`src/rtl/te_pkg.sv`:
```
//--------------------------------------------------
// widths, state encoding and host register map
// NUM_CHANNELS must not exceed HOST_DW
//--------------------------------------------------
package te_pkg;

	localparam int NUM_CHANNELS = 32;	// logical channels
	localparam int NUM_SLOTS    = 4;	// physical slots per round
	localparam int SAMPLE_W     = 8;	// signed fifo sample
	localparam int HOST_DW      = 32;
	localparam int HOST_AW      = 6;

	// encoding has gaps for states not used in this engine
	typedef enum logic [3:0] {
		IDLE         = 4'd0,
		START        = 4'd1,
		FIND_CHANNEL = 4'd2,
		READ_FIFO    = 4'd5,
		CORRELATION  = 4'd6,
		DUMP_STATE   = 4'd8,
		COR_FINISH   = 4'd9,
		TE_FINISH    = 4'd10,
		WAIT_CPU     = 4'd11,
		STAND_BY     = 4'd12
	} te_state_t;

	// host register addresses
	localparam logic [HOST_AW-1:0] REG_CHANNEL_ENABLE = HOST_AW'(0);
	localparam logic [HOST_AW-1:0] REG_COH_DATA_READY = HOST_AW'(1);
	localparam logic [HOST_AW-1:0] REG_BLOCK_SUM      = HOST_AW'(2);
	localparam logic [HOST_AW-1:0] REG_CURR_STATE     = HOST_AW'(3);

	typedef struct packed {
		logic               reg_cs;	// register select
		logic               rd;
		logic               wr;
		logic [HOST_AW-1:0] addr;
		logic [HOST_DW-1:0] wdata;
	} host_bus_t;

	typedef struct packed {
		logic                ready;	// a block is waiting
		logic                last_data;
		logic                data_valid;
		logic [SAMPLE_W-1:0] data;
	} fifo_in_t;

	// one bit per logical channel served in the current round
	typedef struct packed {
		logic [NUM_CHANNELS-1:0] mask;
	} slot_map_t;

endpackage
```
`src/rtl/tracking_engine.sv`:
```
//--------------------------------------------------
// tracking engine round scheduler, top level
// fifo must hold a full block once ready is high
//--------------------------------------------------
module tracking_engine
	import te_pkg::*;
#(
	parameter int COR_SETTLE = 5	// cycles from last sample to dump
) (
	input  logic               clk,
	input  logic               rst_b,
	input  logic               i_te_start,
	input  host_bus_t          i_host,
	input  fifo_in_t           i_fifo,
	output logic               o_fifo_read,
	output logic               o_fifo_rewind,
	output logic               o_fifo_skip,
	output logic               o_te_running,
	output logic               o_te_ready,
	output logic               o_te_over,
	output logic [HOST_DW-1:0] o_reg_rdata
);

	te_state_t               state;
	logic                    enable_any;
	logic                    find_done;
	logic                    cor_done;
	logic                    channels_left;
	slot_map_t               slot_map;
	logic [NUM_CHANNELS-1:0] enable;
	logic signed [15:0]      block_sum;

	te_sequencer u_sequencer (
		.clk             (clk          ),
		.rst_b           (rst_b        ),
		.i_te_start      (i_te_start   ),
		.i_fifo_ready    (i_fifo.ready ),
		.i_enable_any    (enable_any   ),
		.i_find_done     (find_done    ),
		.i_cor_done      (cor_done     ),
		.i_channels_left (channels_left),
		.o_state         (state        ),
		.o_fifo_read     (o_fifo_read  ),
		.o_fifo_rewind   (o_fifo_rewind),
		.o_fifo_skip     (o_fifo_skip  ),
		.o_te_running    (o_te_running ),
		.o_te_over       (o_te_over    )
	);

	settle_timer #(.COR_SETTLE(COR_SETTLE)) u_settle_timer (
		.clk         (clk             ),
		.rst_b       (rst_b           ),
		.i_last_data (i_fifo.last_data),
		.i_state     (state           ),
		.o_cor_done  (cor_done        )
	);

	channel_finder u_channel_finder (
		.clk             (clk          ),
		.rst_b           (rst_b        ),
		.i_state         (state        ),
		.i_enable        (enable       ),
		.o_enable_any    (enable_any   ),
		.o_find_done     (find_done    ),
		.o_slot_map      (slot_map     ),
		.o_channels_left (channels_left)
	);

	sample_integrator u_sample_integrator (
		.clk         (clk      ),
		.rst_b       (rst_b    ),
		.i_state     (state    ),
		.i_fifo      (i_fifo   ),
		.o_block_sum (block_sum)
	);

	te_host_regs u_host_regs (
		.clk         (clk        ),
		.rst_b       (rst_b      ),
		.i_host      (i_host     ),
		.i_state     (state      ),
		.i_slot_map  (slot_map   ),
		.i_block_sum (block_sum  ),
		.o_enable    (enable     ),
		.o_te_ready  (o_te_ready ),
		.o_reg_rdata (o_reg_rdata)
	);

endmodule

```
`src/rtl/te_host_regs.sv`:
```
//--------------------------------------------------
// host registers with combinational read data
// a host write beats the engine update
//--------------------------------------------------
module te_host_regs
	import te_pkg::*;
(
	input  logic                    clk,
	input  logic                    rst_b,
	input  host_bus_t               i_host,
	input  te_state_t               i_state,
	input  slot_map_t               i_slot_map,
	input  logic signed [15:0]      i_block_sum,
	output logic [NUM_CHANNELS-1:0] o_enable,
	output logic                    o_te_ready,
	output logic [HOST_DW-1:0]      o_reg_rdata
);

	logic                    host_wr;
	logic [NUM_CHANNELS-1:0] channel_enable;
	logic [NUM_CHANNELS-1:0] coh_data_ready;

	assign host_wr = i_host.reg_cs && i_host.wr;

	//--------------------------------------------------
	// writes
	//--------------------------------------------------
	always_ff @(posedge clk or negedge rst_b) begin
		if (!rst_b) begin
			channel_enable <= '0;
		end else if (host_wr && (i_host.addr == REG_CHANNEL_ENABLE)) begin
			channel_enable <= i_host.wdata[NUM_CHANNELS-1:0];
		end
	end

	always_ff @(posedge clk or negedge rst_b) begin
		if (!rst_b) begin
			coh_data_ready <= '0;
		end else if (host_wr && (i_host.addr == REG_COH_DATA_READY)) begin
			coh_data_ready <= i_host.wdata[NUM_CHANNELS-1:0];
		end else if (i_state == DUMP_STATE) begin
			coh_data_ready <= coh_data_ready | i_slot_map.mask;	// round finished
		end else if (i_state == START) begin
			coh_data_ready <= '0;
		end
	end

	assign o_enable   = channel_enable;
	assign o_te_ready = |coh_data_ready;

	//--------------------------------------------------
	// reads
	//--------------------------------------------------
	always_comb begin
		o_reg_rdata = '0;
		if (i_host.reg_cs && i_host.rd) begin
			case (i_host.addr)
				REG_CHANNEL_ENABLE : o_reg_rdata = HOST_DW'(channel_enable);
				REG_COH_DATA_READY : o_reg_rdata = HOST_DW'(coh_data_ready);
				REG_BLOCK_SUM      : o_reg_rdata = {{(HOST_DW - 16){i_block_sum[15]}}, i_block_sum};
				REG_CURR_STATE     : o_reg_rdata = HOST_DW'(i_state);
				default            : o_reg_rdata = '0;	// unmapped
			endcase
		end
	end

endmodule

```
`src/rtl/sample_integrator.sv`:
```
//--------------------------------------------------
// raw integrate and dump of one fifo block
// no wipe-off; sum wraps past 16 bits
//--------------------------------------------------
module sample_integrator
	import te_pkg::*;
(
	input  logic               clk,
	input  logic               rst_b,
	input  te_state_t          i_state,
	input  fifo_in_t           i_fifo,
	output logic signed [15:0] o_block_sum
);

	logic signed [15:0] acc;
	logic signed [15:0] sample_ext;

	assign sample_ext = {{(16 - SAMPLE_W){i_fifo.data[SAMPLE_W-1]}}, i_fifo.data};

	// accumulator
	always_ff @(posedge clk or negedge rst_b) begin
		if (!rst_b) begin
			acc <= '0;
		end else if (i_state == READ_FIFO) begin
			acc <= '0;	// fresh sum for each round
		end else if ((i_state == CORRELATION) && i_fifo.data_valid) begin
			acc <= acc + sample_ext;
		end
	end

	// dump
	always_ff @(posedge clk or negedge rst_b) begin
		if (!rst_b) begin
			o_block_sum <= '0;
		end else if (i_state == DUMP_STATE) begin
			o_block_sum <= acc;	// held until the next dump
		end
	end

endmodule

```
`src/rtl/channel_finder.sv`:
```
//--------------------------------------------------
// assigns up to NUM_SLOTS pending channels per round
// lowest channel first, one channel per cycle
//--------------------------------------------------
module channel_finder
	import te_pkg::*;
(
	input  logic                    clk,
	input  logic                    rst_b,
	input  te_state_t               i_state,
	input  logic [NUM_CHANNELS-1:0] i_enable,
	output logic                    o_enable_any,
	output logic                    o_find_done,
	output slot_map_t               o_slot_map,
	output logic                    o_channels_left
);

	localparam int SLOT_W = $clog2(NUM_SLOTS);

	logic [NUM_CHANNELS-1:0] remaining;	// channels not yet served in this block
	logic [NUM_CHANNELS-1:0] lowest;
	logic [NUM_CHANNELS-1:0] rest;
	logic [SLOT_W-1:0]       taken;
	slot_map_t               slot_map;

	assign lowest = remaining & (~remaining + NUM_CHANNELS'(1));	// isolate lowest set bit
	assign rest   = remaining & ~lowest;

	// remaining channels
	always_ff @(posedge clk or negedge rst_b) begin
		if (!rst_b) begin
			remaining <= '0;
		end else if (i_state == IDLE) begin
			remaining <= i_enable;	// last idle cycle gives the mask at START
		end else if (i_state == FIND_CHANNEL) begin
			remaining <= rest;
		end
	end

	// slot map of the current round
	always_ff @(posedge clk or negedge rst_b) begin
		if (!rst_b) begin
			slot_map <= '0;
			taken    <= '0;
		end else if ((i_state == START) || (i_state == COR_FINISH)) begin
			slot_map <= '0;	// next state may be FIND_CHANNEL
			taken    <= '0;
		end else if (i_state == FIND_CHANNEL) begin
			slot_map.mask <= slot_map.mask | lowest;
			taken         <= taken + 1'b1;
		end
	end

	// done in the cycle that takes the last channel of the round
	assign o_find_done = (i_state == FIND_CHANNEL) &&
		((taken == SLOT_W'(NUM_SLOTS - 1)) || (rest == '0));

	assign o_enable_any    = |remaining;
	assign o_channels_left = |remaining;
	assign o_slot_map      = slot_map;

	a_slot_limit: assert property (@(posedge clk) disable iff (!rst_b)
		$countones(o_slot_map.mask) <= NUM_SLOTS);

endmodule

```
`src/rtl/settle_timer.sv`:
```
//--------------------------------------------------
// correlator settle delay after the last sample
// COR_SETTLE must be at least 1
//--------------------------------------------------
module settle_timer
	import te_pkg::*;
#(
	parameter int COR_SETTLE = 5
) (
	input  logic      clk,
	input  logic      rst_b,
	input  logic      i_last_data,
	input  te_state_t i_state,
	output logic      o_cor_done
);

	localparam int CNT_W = $clog2(COR_SETTLE + 1);

	logic [CNT_W-1:0] cnt;	// zero when idle

	always_ff @(posedge clk or negedge rst_b) begin
		if (!rst_b) begin
			cnt <= '0;
		end else if (i_last_data && (i_state == CORRELATION)) begin
			cnt <= CNT_W'(COR_SETTLE);
		end else if (cnt != '0) begin
			cnt <= cnt - 1'b1;
		end
	end

	// done lands COR_SETTLE cycles after the last sample
	assign o_cor_done = (cnt == CNT_W'(1));

	a_done_in_cor: assert property (@(posedge clk) disable iff (!rst_b)
		o_cor_done |-> (i_state == CORRELATION));

endmodule

```
`src/rtl/te_sequencer.sv`:
```
//--------------------------------------------------
// engine state machine and fifo control strobes
// strobes are registered and line up with their state
//--------------------------------------------------
module te_sequencer
	import te_pkg::*;
(
	input  logic      clk,
	input  logic      rst_b,
	input  logic      i_te_start,
	input  logic      i_fifo_ready,
	input  logic      i_enable_any,	// latched mask nonzero
	input  logic      i_find_done,
	input  logic      i_cor_done,
	input  logic      i_channels_left,
	output te_state_t o_state,
	output logic      o_fifo_read,
	output logic      o_fifo_rewind,
	output logic      o_fifo_skip,
	output logic      o_te_running,
	output logic      o_te_over
);

	te_state_t cur_state;
	te_state_t next_state;

	//--------------------------------------------------
	// state register and next state
	//--------------------------------------------------
	always_ff @(posedge clk or negedge rst_b) begin
		if (!rst_b) begin
			cur_state <= STAND_BY;
		end else begin
			cur_state <= next_state;
		end
	end

	always_comb begin
		case (cur_state)
			STAND_BY     : next_state = i_te_start ? IDLE : STAND_BY;
			IDLE         : next_state = i_fifo_ready ? START : IDLE;
			START        : next_state = i_enable_any ? FIND_CHANNEL : TE_FINISH;
			FIND_CHANNEL : next_state = i_find_done ? READ_FIFO : FIND_CHANNEL;
			READ_FIFO    : next_state = CORRELATION;
			CORRELATION  : next_state = i_cor_done ? DUMP_STATE : CORRELATION;
			DUMP_STATE   : next_state = COR_FINISH;
			COR_FINISH   : next_state = i_channels_left ? FIND_CHANNEL : TE_FINISH;
			TE_FINISH    : next_state = WAIT_CPU;
			WAIT_CPU     : next_state = i_te_start ? IDLE : WAIT_CPU;
			default      : next_state = STAND_BY;
		endcase
	end

	assign o_state      = cur_state;
	assign o_te_over    = (cur_state == TE_FINISH);	// one cycle per finished block
	assign o_te_running = (cur_state != STAND_BY) && (cur_state != WAIT_CPU);

	//--------------------------------------------------
	// fifo strobes
	//--------------------------------------------------
	// decoded from next state so each is high during its own state
	always_ff @(posedge clk or negedge rst_b) begin
		if (!rst_b) begin
			o_fifo_read   <= 1'b0;
			o_fifo_rewind <= 1'b0;
			o_fifo_skip   <= 1'b0;
		end else begin
			o_fifo_read   <= (next_state == READ_FIFO);
			o_fifo_rewind <= (next_state == COR_FINISH) && i_channels_left;	// replay block
			o_fifo_skip   <= (next_state == TE_FINISH);
		end
	end

	// the fifo never sees a read together with a rewind or skip
	a_strobe_excl: assert property (@(posedge clk) disable iff (!rst_b)
		!(o_fifo_read && (o_fifo_rewind || o_fifo_skip)));

endmodule

```
`config.mk`:
```
export PLATFORM = sky130hd
export DESIGN_NAME = tracking_engine
export DESIGN_NICKNAME = d
export VERILOG_FILES = /design/src/rtl/te_pkg.sv /design/src/rtl/tracking_engine.sv /design/src/rtl/te_host_regs.sv /design/src/rtl/sample_integrator.sv /design/src/rtl/channel_finder.sv /design/src/rtl/settle_timer.sv /design/src/rtl/te_sequencer.sv
export SDC_FILE = /design/constraint.sdc
export NUM_CORES = 1
export LEC_CHECK = 0
export BUFFER_PORTS_ARGS = -buffer_cell sky130_fd_sc_hd__buf_4
export CORE_ASPECT_RATIO = 0.8
export CORE_MARGIN = 5
export CORE_UTILIZATION = 45
export CTS_BUF_LIST = sky130_fd_sc_hd__clkbuf_2
export CTS_CLUSTER_DIAMETER = 100
export DETAILED_ROUTE_END_ITERATION = 16
export GPL_TIMING_DRIVEN = 0
export PLACE_DENSITY = 0.74
export SLEW_MARGIN = 20
export SYNTH_ARGS = -nofsm -noshare
export SYNTH_HDL_FRONTEND = slang
export SYNTH_SLANG_ARGS = --single-unit
```
`constraint.sdc`:
```
create_clock -name clk -period 5.68 [get_ports clk]
set_input_delay 0.568 -clock clk [delete_from_list [all_inputs] [get_ports clk]]
set_output_delay 0.568 -clock clk [all_outputs]
set_load 0.02 [all_outputs]
```
* After elaboration in Yosys (flattened, before gate mapping)
Cells that the tools add are included.
** Word-level totals
- Bits in latches :: 0
- Memory bits (read-only) :: 0
- Memory bits (writable) :: 0
- Memories :: 0
- Bits in registers :: 172
- Output and inout port bits :: 38
** Cells by class
- Add/subtract/negate cells :: 4
- Shifts and indexed selects :: 0
- Order comparisons :: 0
- Equality and inequality tests :: 19
- Multipliers :: 0
- Mux-type cells :: 22
- Bitwise operators :: 6
- Divide/modulo/power cells :: 0
- Reductions and logical operators :: 23
** Operators by type and width (number)
- $mux 32 :: 8
- $pmux 32 s4 :: 1
- $and 32x32->32 :: 2
- $not 32->32 :: 2
- $or 32x32->32 :: 2
- $reduce_or 32->1 :: 2
- $pmux 4 s9 :: 1
- $add 32x1->32 const B :: 1
- $logic_not 32->1 :: 1
- $mux 16 :: 2
- $eq 4x4->1 const B :: 7
- $add 16x8->16 :: 1
- $mux 4 :: 4
- $eq 4x3->1 const B :: 3
- $eq 6x2->1 const B :: 2
- $logic_and 1x1->1 :: 9
- $mux 3 :: 3
- $ne 4x4->1 const B :: 2
- $reduce_bool 2->1 :: 4
- $eq 6x1->1 const B :: 1
- $logic_not 6->1 :: 1
- $reduce_bool 3->1 :: 2
- $eq 4x1->1 const B :: 1
- $eq 4x2->1 const B :: 1
- 9 further kinds :: 11

* Depth between registers and ports, before layout
Gate-level depths: netlist of run 1.
- Depth in word-level cells :: 12
- Depth in mapped cells :: 11
- Mapped depth without buffers :: 11

* By module
Synthesis of run 1 repeated with hierarchy kept, for this count alone.
** Unflattened totals
- Cells, all modules :: 961
- Area, all modules :: 9579.2 um^2
** Modules (own cells, without submodules)
- te_host_regs :: seq. area each 1601.5 um^2, cells an instance 366, instances 1, area each 3718.6 um^2
- channel_finder :: seq. area each 1651.6 um^2, cells an instance 337, instances 1, area each 3211.8 um^2
- sample_integrator :: seq. area each 800.8 um^2, cells an instance 194, instances 1, area each 2025.7 um^2
- te_sequencer :: seq. area each 177.7 um^2, cells an instance 45, instances 1, area each 416.6 um^2
- settle_timer :: seq. area each 75.1 um^2, cells an instance 19, instances 1, area each 206.4 um^2

* Worst setup path before layout of run 1
Ideal clock, no wire load.
- Path type :: input port to output port
- From :: input i_host[35] (netlist bit)
- To :: output o_reg_rdata[21]
- Setup slack :: 2.624 ns
- Required time :: 5.112 ns
- Data arrival time :: 2.488 ns
- Stages :: 5
- Cells stage by stage :: or4_1 > nor3b_1 > clkbuf_1 > a221oi_1 > nor2_1
** Between the ends
- Cells in the longest elaborated chain, start to end :: 3
- Elaborated cells between the ends (all ways) :: 6
- Those cells by class :: eq/ne: 3; mux: 2; reduce/logical: 1
** RTL lines
- start, declared :: RTL line tracking_engine.sv:13 : input host_bus_t i_host,
- $eq 6x2->1 (tied with other cells) :: RTL line te_host_regs.sv:57 : case (i_host.addr)
- $pmux 32 s4 * :: RTL line te_host_regs.sv:57
- $mux 32 * :: RTL line te_host_regs.sv:56 : if (i_host.reg_cs && i_host.rd) begin
- end, declared :: RTL line tracking_engine.sv:21 : output logic [HOST_DW-1:0] o_reg_rdata
Every way passes the cells marked *; elsewhere a longest branch is shown, timed or not.

* Worst setup path in the final report of run 1
- From :: register u_sequencer.cur_state[2], in the netlist u_sequencer.o_state[2]
- To :: register u_host_regs.coh_data_ready[27]
** Between the ends
- Cells in the longest elaborated chain, start to end :: 3
- Elaborated cells between the ends (all ways) :: 5
- Those cells by class :: eq/ne: 2; mux: 2; reduce/logical: 1
** RTL lines
- start, declared :: RTL line te_sequencer.sv:24 : te_state_t cur_state;
- start signal, assigned :: RTL line te_sequencer.sv:34 : cur_state <= next_state;
- $eq 4x4->1 :: RTL line te_host_regs.sv:41 : end else if (i_state == DUMP_STATE) begin
- $mux 32 :: RTL line te_host_regs.sv:41
- $mux 32 :: RTL line te_host_regs.sv:39 : end else if (host_wr && (i_host.addr == REG_COH_DATA_READY)) begin
- end signal, assigned :: RTL line te_host_regs.sv:40 : coh_data_ready <= i_host.wdata[NUM_CHANNELS-1:0];
- end signal, assigned :: RTL line te_host_regs.sv:42 : coh_data_ready <= coh_data_ready | i_slot_map.mask;
- end, declared :: RTL line te_host_regs.sv:21 : logic [NUM_CHANNELS-1:0] coh_data_ready;
Parallel ways exist; a longest one is shown, timed or not.
A chain may end at the register's enable or synchronous reset.

==> impl_metrics.tcl, run 1 <==
set metrics [dict create \
    synth_seq_cells 172 \
    synth_area_sq_um 8900 \
    first_pass_iters 7 \
    grt_pass1_vias 7551 \
    fmax_ghz 0.263 \
    regArea_sq_um 4310 \
    core.rowCount 46 \
    cp.arrival_ns 4.49 \
    start_util_pct 45.4 \
    cts_tree "done" \
    drt_iter0_drc 917 \
    post-place-ws_ns 1.71 \
    gp_congestion 0.878 \
    cp-end-kind "register" \
    power.switching_mw 2.18 \
    internal_power_mw 2.73 \
    worst_slack_ns 1.88 \
    crit_family "simple AND/OR/NAND/NOR gates" \
    period_needed_ns 3.80 \
    drc_errors 0 \
    core_area_sq_um 19600 \
    synth_cells 908 \
    slew_headroom_pct 22.6 \
    worst_path_most_repeated_cell "clkbuf_1" \
    synthFlopType "dfrtp_1" \
    cts_setup_buffers 0 \
    ys_seq_area_share_pct 48.4 \
    cts-root-buf "clkbuf_2" \
    rsz0062_at_grt "no" \
    syn2layout_area_growth_pct 18.8 \
    cts_resized 0 \
    synth_edf_count 0 \
    nFillCells 1782 \
    fp.dieW_um 167 \
    clk_pin_slew_ns 0.24 \
    p_per_area_nw_per_um2 464 \
    period_share_pct 66.9 \
    critPathMaxFanout 10 \
    leakage_nw 4.82 \
    grt_pass1_wl_um 40700 \
    cpMaxStageDelayCell "nor2_1" \
    ioPinCount 93 \
    die_area_sq_um 22700 \
    clock_latency_ns 0.77 \
    max_stage_delay_ns 0.66 \
    ant_nets 0 \
    synth.top_cell.area_share_pct 47.8 \
    grt.total_usage_pct 22.4 \
    cts.path.max_buffers 2 \
    irDropWorstVdd_v 0.000203 \
    synth_area_per_cell_sq_um 9.80 \
    ys_types 64 \
    yosys.area.top_type "dfrtp_1" \
    tns_ns 0 \
    drive_above_1_share_pct 19.1 \
    critPathKind "reg -> reg" \
    grt_start_max_net_pins 101 \
    synth_nets 983 \
    vias 7873 \
    avgViaCountPerCell 5.91 \
    combPwrFrac_pct 48.8 \
    h-tree-depth 4 \
    wl_per_cell_um 18.9 \
    crit_buf_inv 3 \
    post-dp-hpwl_um 18200 \
    port_buffers 90 \
    clock-sinks 172 \
    fin_skew_ns 0.0430 \
    worst_setup_path_start_kind "register" \
    worstPathRequired_ns 6.37 \
    hold_path.class "in -> reg" \
    grt_antenna_before_repair 1 \
    wl_um 25200 \
    cts_made_buffers 17 \
    yosys_warnings 0 \
    synth_area_leaders "dfrtp_1 48%, mux2_2 6.1%, nor2_1 4.8%" \
    outcome "finished, final reports clean" \
    fin_util_pct 53.9 \
    drv_cap 0 \
    crit_chain "or3_1 > clkbuf_1 > nor2_1 > a21oi_1 > nor3_1 > buf_2 > clkbuf_1 > a22oi_1 > o21ai_0" \
    die_h_um 136 \
    slew_violations 0 \
    synth.most_common_cell "dfrtp_1" \
    pwr-share-clk_pct 15.0 \
    gr-total-overflow 0 \
    setup_viol 0 \
    tightestPinTransition_ns 1.15 \
    hold_violations 0 \
    swShare_pct 44.4 \
    multi_input_area_sq_um 4310 \
    async_flop_share_pct 100 \
    hold_buffers 30 \
    synth_common_cells "170 x dfrtp_1, 115 x nor2_1, 82 x nand2_1" \
    fin_nets 1126 \
    seqPwrFrac_pct 36.2 \
]
## per-layer routing
layer  up-vias  track usage [%]  share of wire, %
li1       3606                -                 -
met1      3872             32.8                46
met2       346             32.5                43
met3        49             7.06               9.1
met4         0             5.32               2.0
met5         -                0                 0
## final timing paths
kind | endpoint | cells past startpoint | from | slack (ns)
worst min-delay path | u_settle_timer.cnt[2] | 3 | i_fifo[9] | 0.08
worst max register to register | u_host_regs.coh_data_ready[27] | 9 | u_sequencer.o_state[2] | 1.88
max in group asynchronous | u_host_regs.o_enable[11] | 3 | rst_b | 4.41
min in group asynchronous | u_sample_integrator.o_block_sum[4] | 2 | rst_b | 0.32
worst max-delay path | u_host_regs.coh_data_ready[27] | 9 | u_sequencer.o_state[2] | 1.88
worst min register to register | u_channel_finder.o_slot_map[18] | 2 | u_channel_finder.o_slot_map[18] | 0.53
## through the flow
step | hold slack, ns | power [mW] | area, sq um | instances
final | 0.0833 | 4.91 | 10600 | 1332
after CTS | 0.00148 | 4.86 | 10500 | 1325
after floorplan | 0.272 | 3.44 | 8900 | 908
after global placement | 0.480 | 4.05 | 9910 | 1262
after global routing | 0.0486 | 5.25 | 10600 | 1332
after detailed placement | 0.486 | 4.11 | 9950 | 1263
## worst min-delay path: cells and delay by family
kind          cells  cell delay, ns
buf+inv           1            0.08
simple gates      2            0.17
## cell type report
class / count / area share, %
clock inverters: 15 / 1.86
multi-input cells: 660 / 40.7
repair buffers: 124 / 9.84
inverters: 17 / 0.603
clock buffers: 17 / 0.805
well taps: 264 / 3.12
flip-flops and latches: 172 / 40.7
diodes: 4 / 0.0947
plain buffers: 59 / 2.21
## cell usage in the layout (no fill, tap or decap), types with 4 or more instances in the layout
cell             n
o22ai_1          9
nand2b_1         7
clkbuf_1        49
inv_1           16
mux2_2          48
a221oi_1        17
mux4_2           4
nor2b_1         12
a22o_1          37
a31oi_1         25
nand3_1          4
dfrtp_1        170
xor2_1           5
o21a_1           4
mux2i_1         12
bufinv_16        4
or3_1            8
xnor2_1         10
nor2_1         115
buf_2            4
nand2_1         82
a21oi_1         47
ha_1            19
a22oi_1         36
nor4_1          13
or2_2            9
o21ai_0         67
buf_4           89
clkbuf_2        17
dlygate4sd3_1   33
buf_1            5
nor3_1          13
o21ai_1          6
and3_1           4
diode_2          4
a21o_1           7
## power groups by stage
| stage | sequential [mW] | clock (mW) | combinational [mW] |
|---|---|---|---|
| after floorplan | 1.71 | 0 | 1.73 |
| after global placement | 1.78 | 0 | 2.27 |
| after detailed placement | 1.78 | 0 | 2.33 |
| after CTS | 1.76 | 0.743 | 2.35 |
| after global routing | 1.81 | 0.798 | 2.65 |
| final | 1.77 | 0.738 | 2.39 |
## sequential cells by signal, summed over array words and instances (netlist names)
| register | flops |
|---|---|
| u_sequencer.o_fifo_read | 1 |
| u_sample_integrator.o_block_sum | 16 |
| u_settle_timer.cnt | 3 |
| u_host_regs.o_enable | 32 |
| u_channel_finder.remaining | 32 |
| u_sample_integrator.acc | 16 |
| u_sequencer.o_state | 4 |
| u_channel_finder.o_slot_map | 32 |
| u_channel_finder.taken | 2 |
| u_host_regs.coh_data_ready | 32 |
| u_sequencer.o_fifo_rewind | 1 |
| u_sequencer.o_fifo_skip | 1 |
## logic make-up (layout without fill, tap and decap cells)
group	after synthesis	in the layout	synth area share, %
and+or+nand+nor	285	285	14.9
other	0	4	0
xor gates and xnor gates	15	15	1.48
buffers and inverters	76	232	3.35
AOI/OAI and AO/OA	274	274	20.4
DFF	172	172	48.4
adders and majority gates	22	22	3.12
muxes	64	64	8.43
No activity file was read; power rests on OpenSTA's default activity.
==> run 2, diff against run 1 <==
--- a/config.mk
+++ b/config.mk
@@ -13,7 +13,7 @@
 export CTS_CLUSTER_DIAMETER = 100
 export DETAILED_ROUTE_END_ITERATION = 16
 export GPL_TIMING_DRIVEN = 0
-export PLACE_DENSITY = 0.74
+export PLACE_DENSITY = 0.76
 export SLEW_MARGIN = 20
 export SYNTH_ARGS = -nofsm -noshare
 export SYNTH_HDL_FRONTEND = slang
==> constraint.sdc (replaced) <==
create_clock -name clk -period 3.2 [get_ports clk]
set_input_delay 0.32 -clock clk [delete_from_list [all_inputs] [get_ports clk]]
set_output_delay 0.32 -clock clk [all_outputs]
set_load 0.02 [all_outputs]
==> impl_metrics.tcl, run 2 (synthesized netlist as in run 1, its figures left out) <==
set metrics [dict create \
    die_area_sq_um 22700 \
    wl_um 25300 \
    drt_iter0_drc 910 \
    rsz0062_at_grt "no" \
    power.switching_mw 3.94 \
    hold_violations 0 \
    combPwrFrac_pct 51.2 \
    fin_nets 1139 \
    mostFrequentLayoutCell "dfrtp_1" \
    start_util_pct 45.4 \
    gp_congestion 0.879 \
    leakage_nw 4.90 \
    hold_path.class "in -> reg" \
    vias 7884 \
    post-dp-hpwl_um 18100 \
    slew_headroom_pct 35.4 \
    grt_pass1_vias 7519 \
    core.rowCount 46 \
    critPathKind "reg -> reg" \
    outcome "finished, final reports clean" \
    cts-root-buf "clkbuf_2" \
    pwr-share-clk_pct 13.5 \
    cts_made_buffers 17 \
    internal_power_mw 4.99 \
    fin_skew_ns 0.0335 \
    worstPathRequired_ns 3.87 \
    period_needed_ns 3.03 \
    power.total_mw 8.93 \
    p_per_area_nw_per_um2 835 \
    ioPinCount 93 \
    worst_setup_path_start_kind "register" \
    fp.dieW_um 167 \
    port_buffers 90 \
    fmax_ghz 0.330 \
    drv_cap 0 \
    grt.total_usage_pct 22.3 \
    cp-end-kind "register" \
    drive_above_1_share_pct 20.2 \
    cts.path.max_buffers 2 \
    irDropWorstVdd_v 0.000366 \
    core_area_sq_um 19600 \
    grt_antenna_before_repair 0 \
    seqPwrFrac_pct 35.2 \
    diodes 0 \
    swShare_pct 44.1 \
    clock_latency_ns 0.75 \
    cp.arrival_ns 3.70 \
    clk_pin_slew_ns 0.25 \
    period_share_pct 94.7 \
    cts_tree "done" \
    tns_ns 0 \
    syn2layout_area_growth_pct 20.1 \
    die_h_um 136 \
    grt_pass1_wl_um 40400 \
    ant_nets 0 \
    wl_per_cell_um 18.9 \
    clock-sinks 172 \
    setup_viol 0 \
    first_pass_iters 7 \
    tightestPinTransition_ns 0.960 \
    drc_errors 0 \
    h-tree-depth 4 \
    final_cell_mix "168 x dfrtp_1, 114 x nor2_1, 99 x buf_4, 82 x nand2_1, 67 x o21ai_0" \
    critPathMaxFanout 19 \
    grt_start_max_net_pins 96 \
    slew_violations 0 \
    avgViaCountPerCell 5.88 \
    gr-total-overflow 0 \
]
## run 2: changes by cell type in the layout (fill, tap and decap cells not counted), moves of 2 or more
cell | before | now
nor3_1 | 13 | 11
dfrtp_2 | 0 | 2
dlygate4sd3_1 | 33 | 38
clkbuf_2 | 17 | 21
buf_4 | 89 | 99
clkbuf_1 | 49 | 47
diode_2 | 4 | 0
clkinvlp_4 | 3 | 1
dfrtp_1 | 170 | 168
## run 2: layout make-up
type	count	area (sq um)
buffer	58	234
clock buffer	20	100
clock inverter	12	146
fill	1772	8940
inverter	17	63.8
multi-input combinational	660	4350
sequential	172	4310
tap	264	330
timing repair buffer	138	1160
## run 2: stage by stage
| step | instance area (sq um) | instances | setup WS, ns | hold slack, ns | util (%) |
|---|---|---|---|---|---|
| 6_report | 10700 | 1341 | 0.169 | 0.0718 | 54.5 |
| 5_1_grt | 10700 | 1341 | 0.00352 | 0.0366 | 54.5 |
| 4_1_cts | 10600 | 1332 | 0.0567 | 0.0265 | 54.0 |
| 3_5_place_dp | 9950 | 1263 | -0.336 | 0.345 | 50.7 |
| 3_3_place_gp | 9910 | 1262 | -0.552 | 0.478 | 50.5 |
| 2_1_floorplan | 8900 | 908 | 0.286 | 0.0244 | - |
## run 2: timing repair
action,in CTS,in global routing
pin swaps,0,2
gates cloned,0,0
gates resized for setup,4,9
hold endpoints to repair,149,0
buffers inserted,0,9
endpoints found under the setup margin,53,19
hold buffers,38,0
## run 2: critical path, cell delays in order (launching register included)
cell and delay [ns]:
dfstp_2 0.46, or3_1 0.36, clkbuf_1 0.31, nor2_4 0.34, a21oi_1 0.12, nor3_1 0.47
buf_2 0.51, mux2_2 0.39
## run 2: final timing paths
path,from,end,slack (ns),depth (start not counted)
worst min register to register,u_channel_finder.o_slot_map[16],u_channel_finder.o_slot_map[16],0.53,2
worst max-delay path,u_sequencer.o_state[2],u_sample_integrator.o_block_sum[5],0.17,7
min in group asynchronous,rst_b,u_settle_timer.cnt[1],0.10,2
max in group asynchronous,rst_b,u_host_regs.o_enable[12],2.21,3
worst max register to register,u_sequencer.o_state[2],u_sample_integrator.o_block_sum[5],0.17,7
worst min-delay path,i_fifo[2],u_sample_integrator.acc[2],0.07,4
## run 2: power by group through the flow
stage | logic [mW] | registers, mW | clock network [mW]
2_1_floorplan | 3.07 | 3.03 | 0
3_3_place_gp | 4.02 | 3.15 | 0
6_report | 4.57 | 3.15 | 1.21
4_1_cts | 4.21 | 3.13 | 1.22
5_1_grt | 5.01 | 3.21 | 1.32
3_5_place_dp | 4.13 | 3.17 | 0
## run 2: per-layer routing
metal,GRT usage (%),wire length [um]
met1,32.5,11300
met2,33.7,11200
met3,5.89,2400
met4,5.00,485
met5,0,0
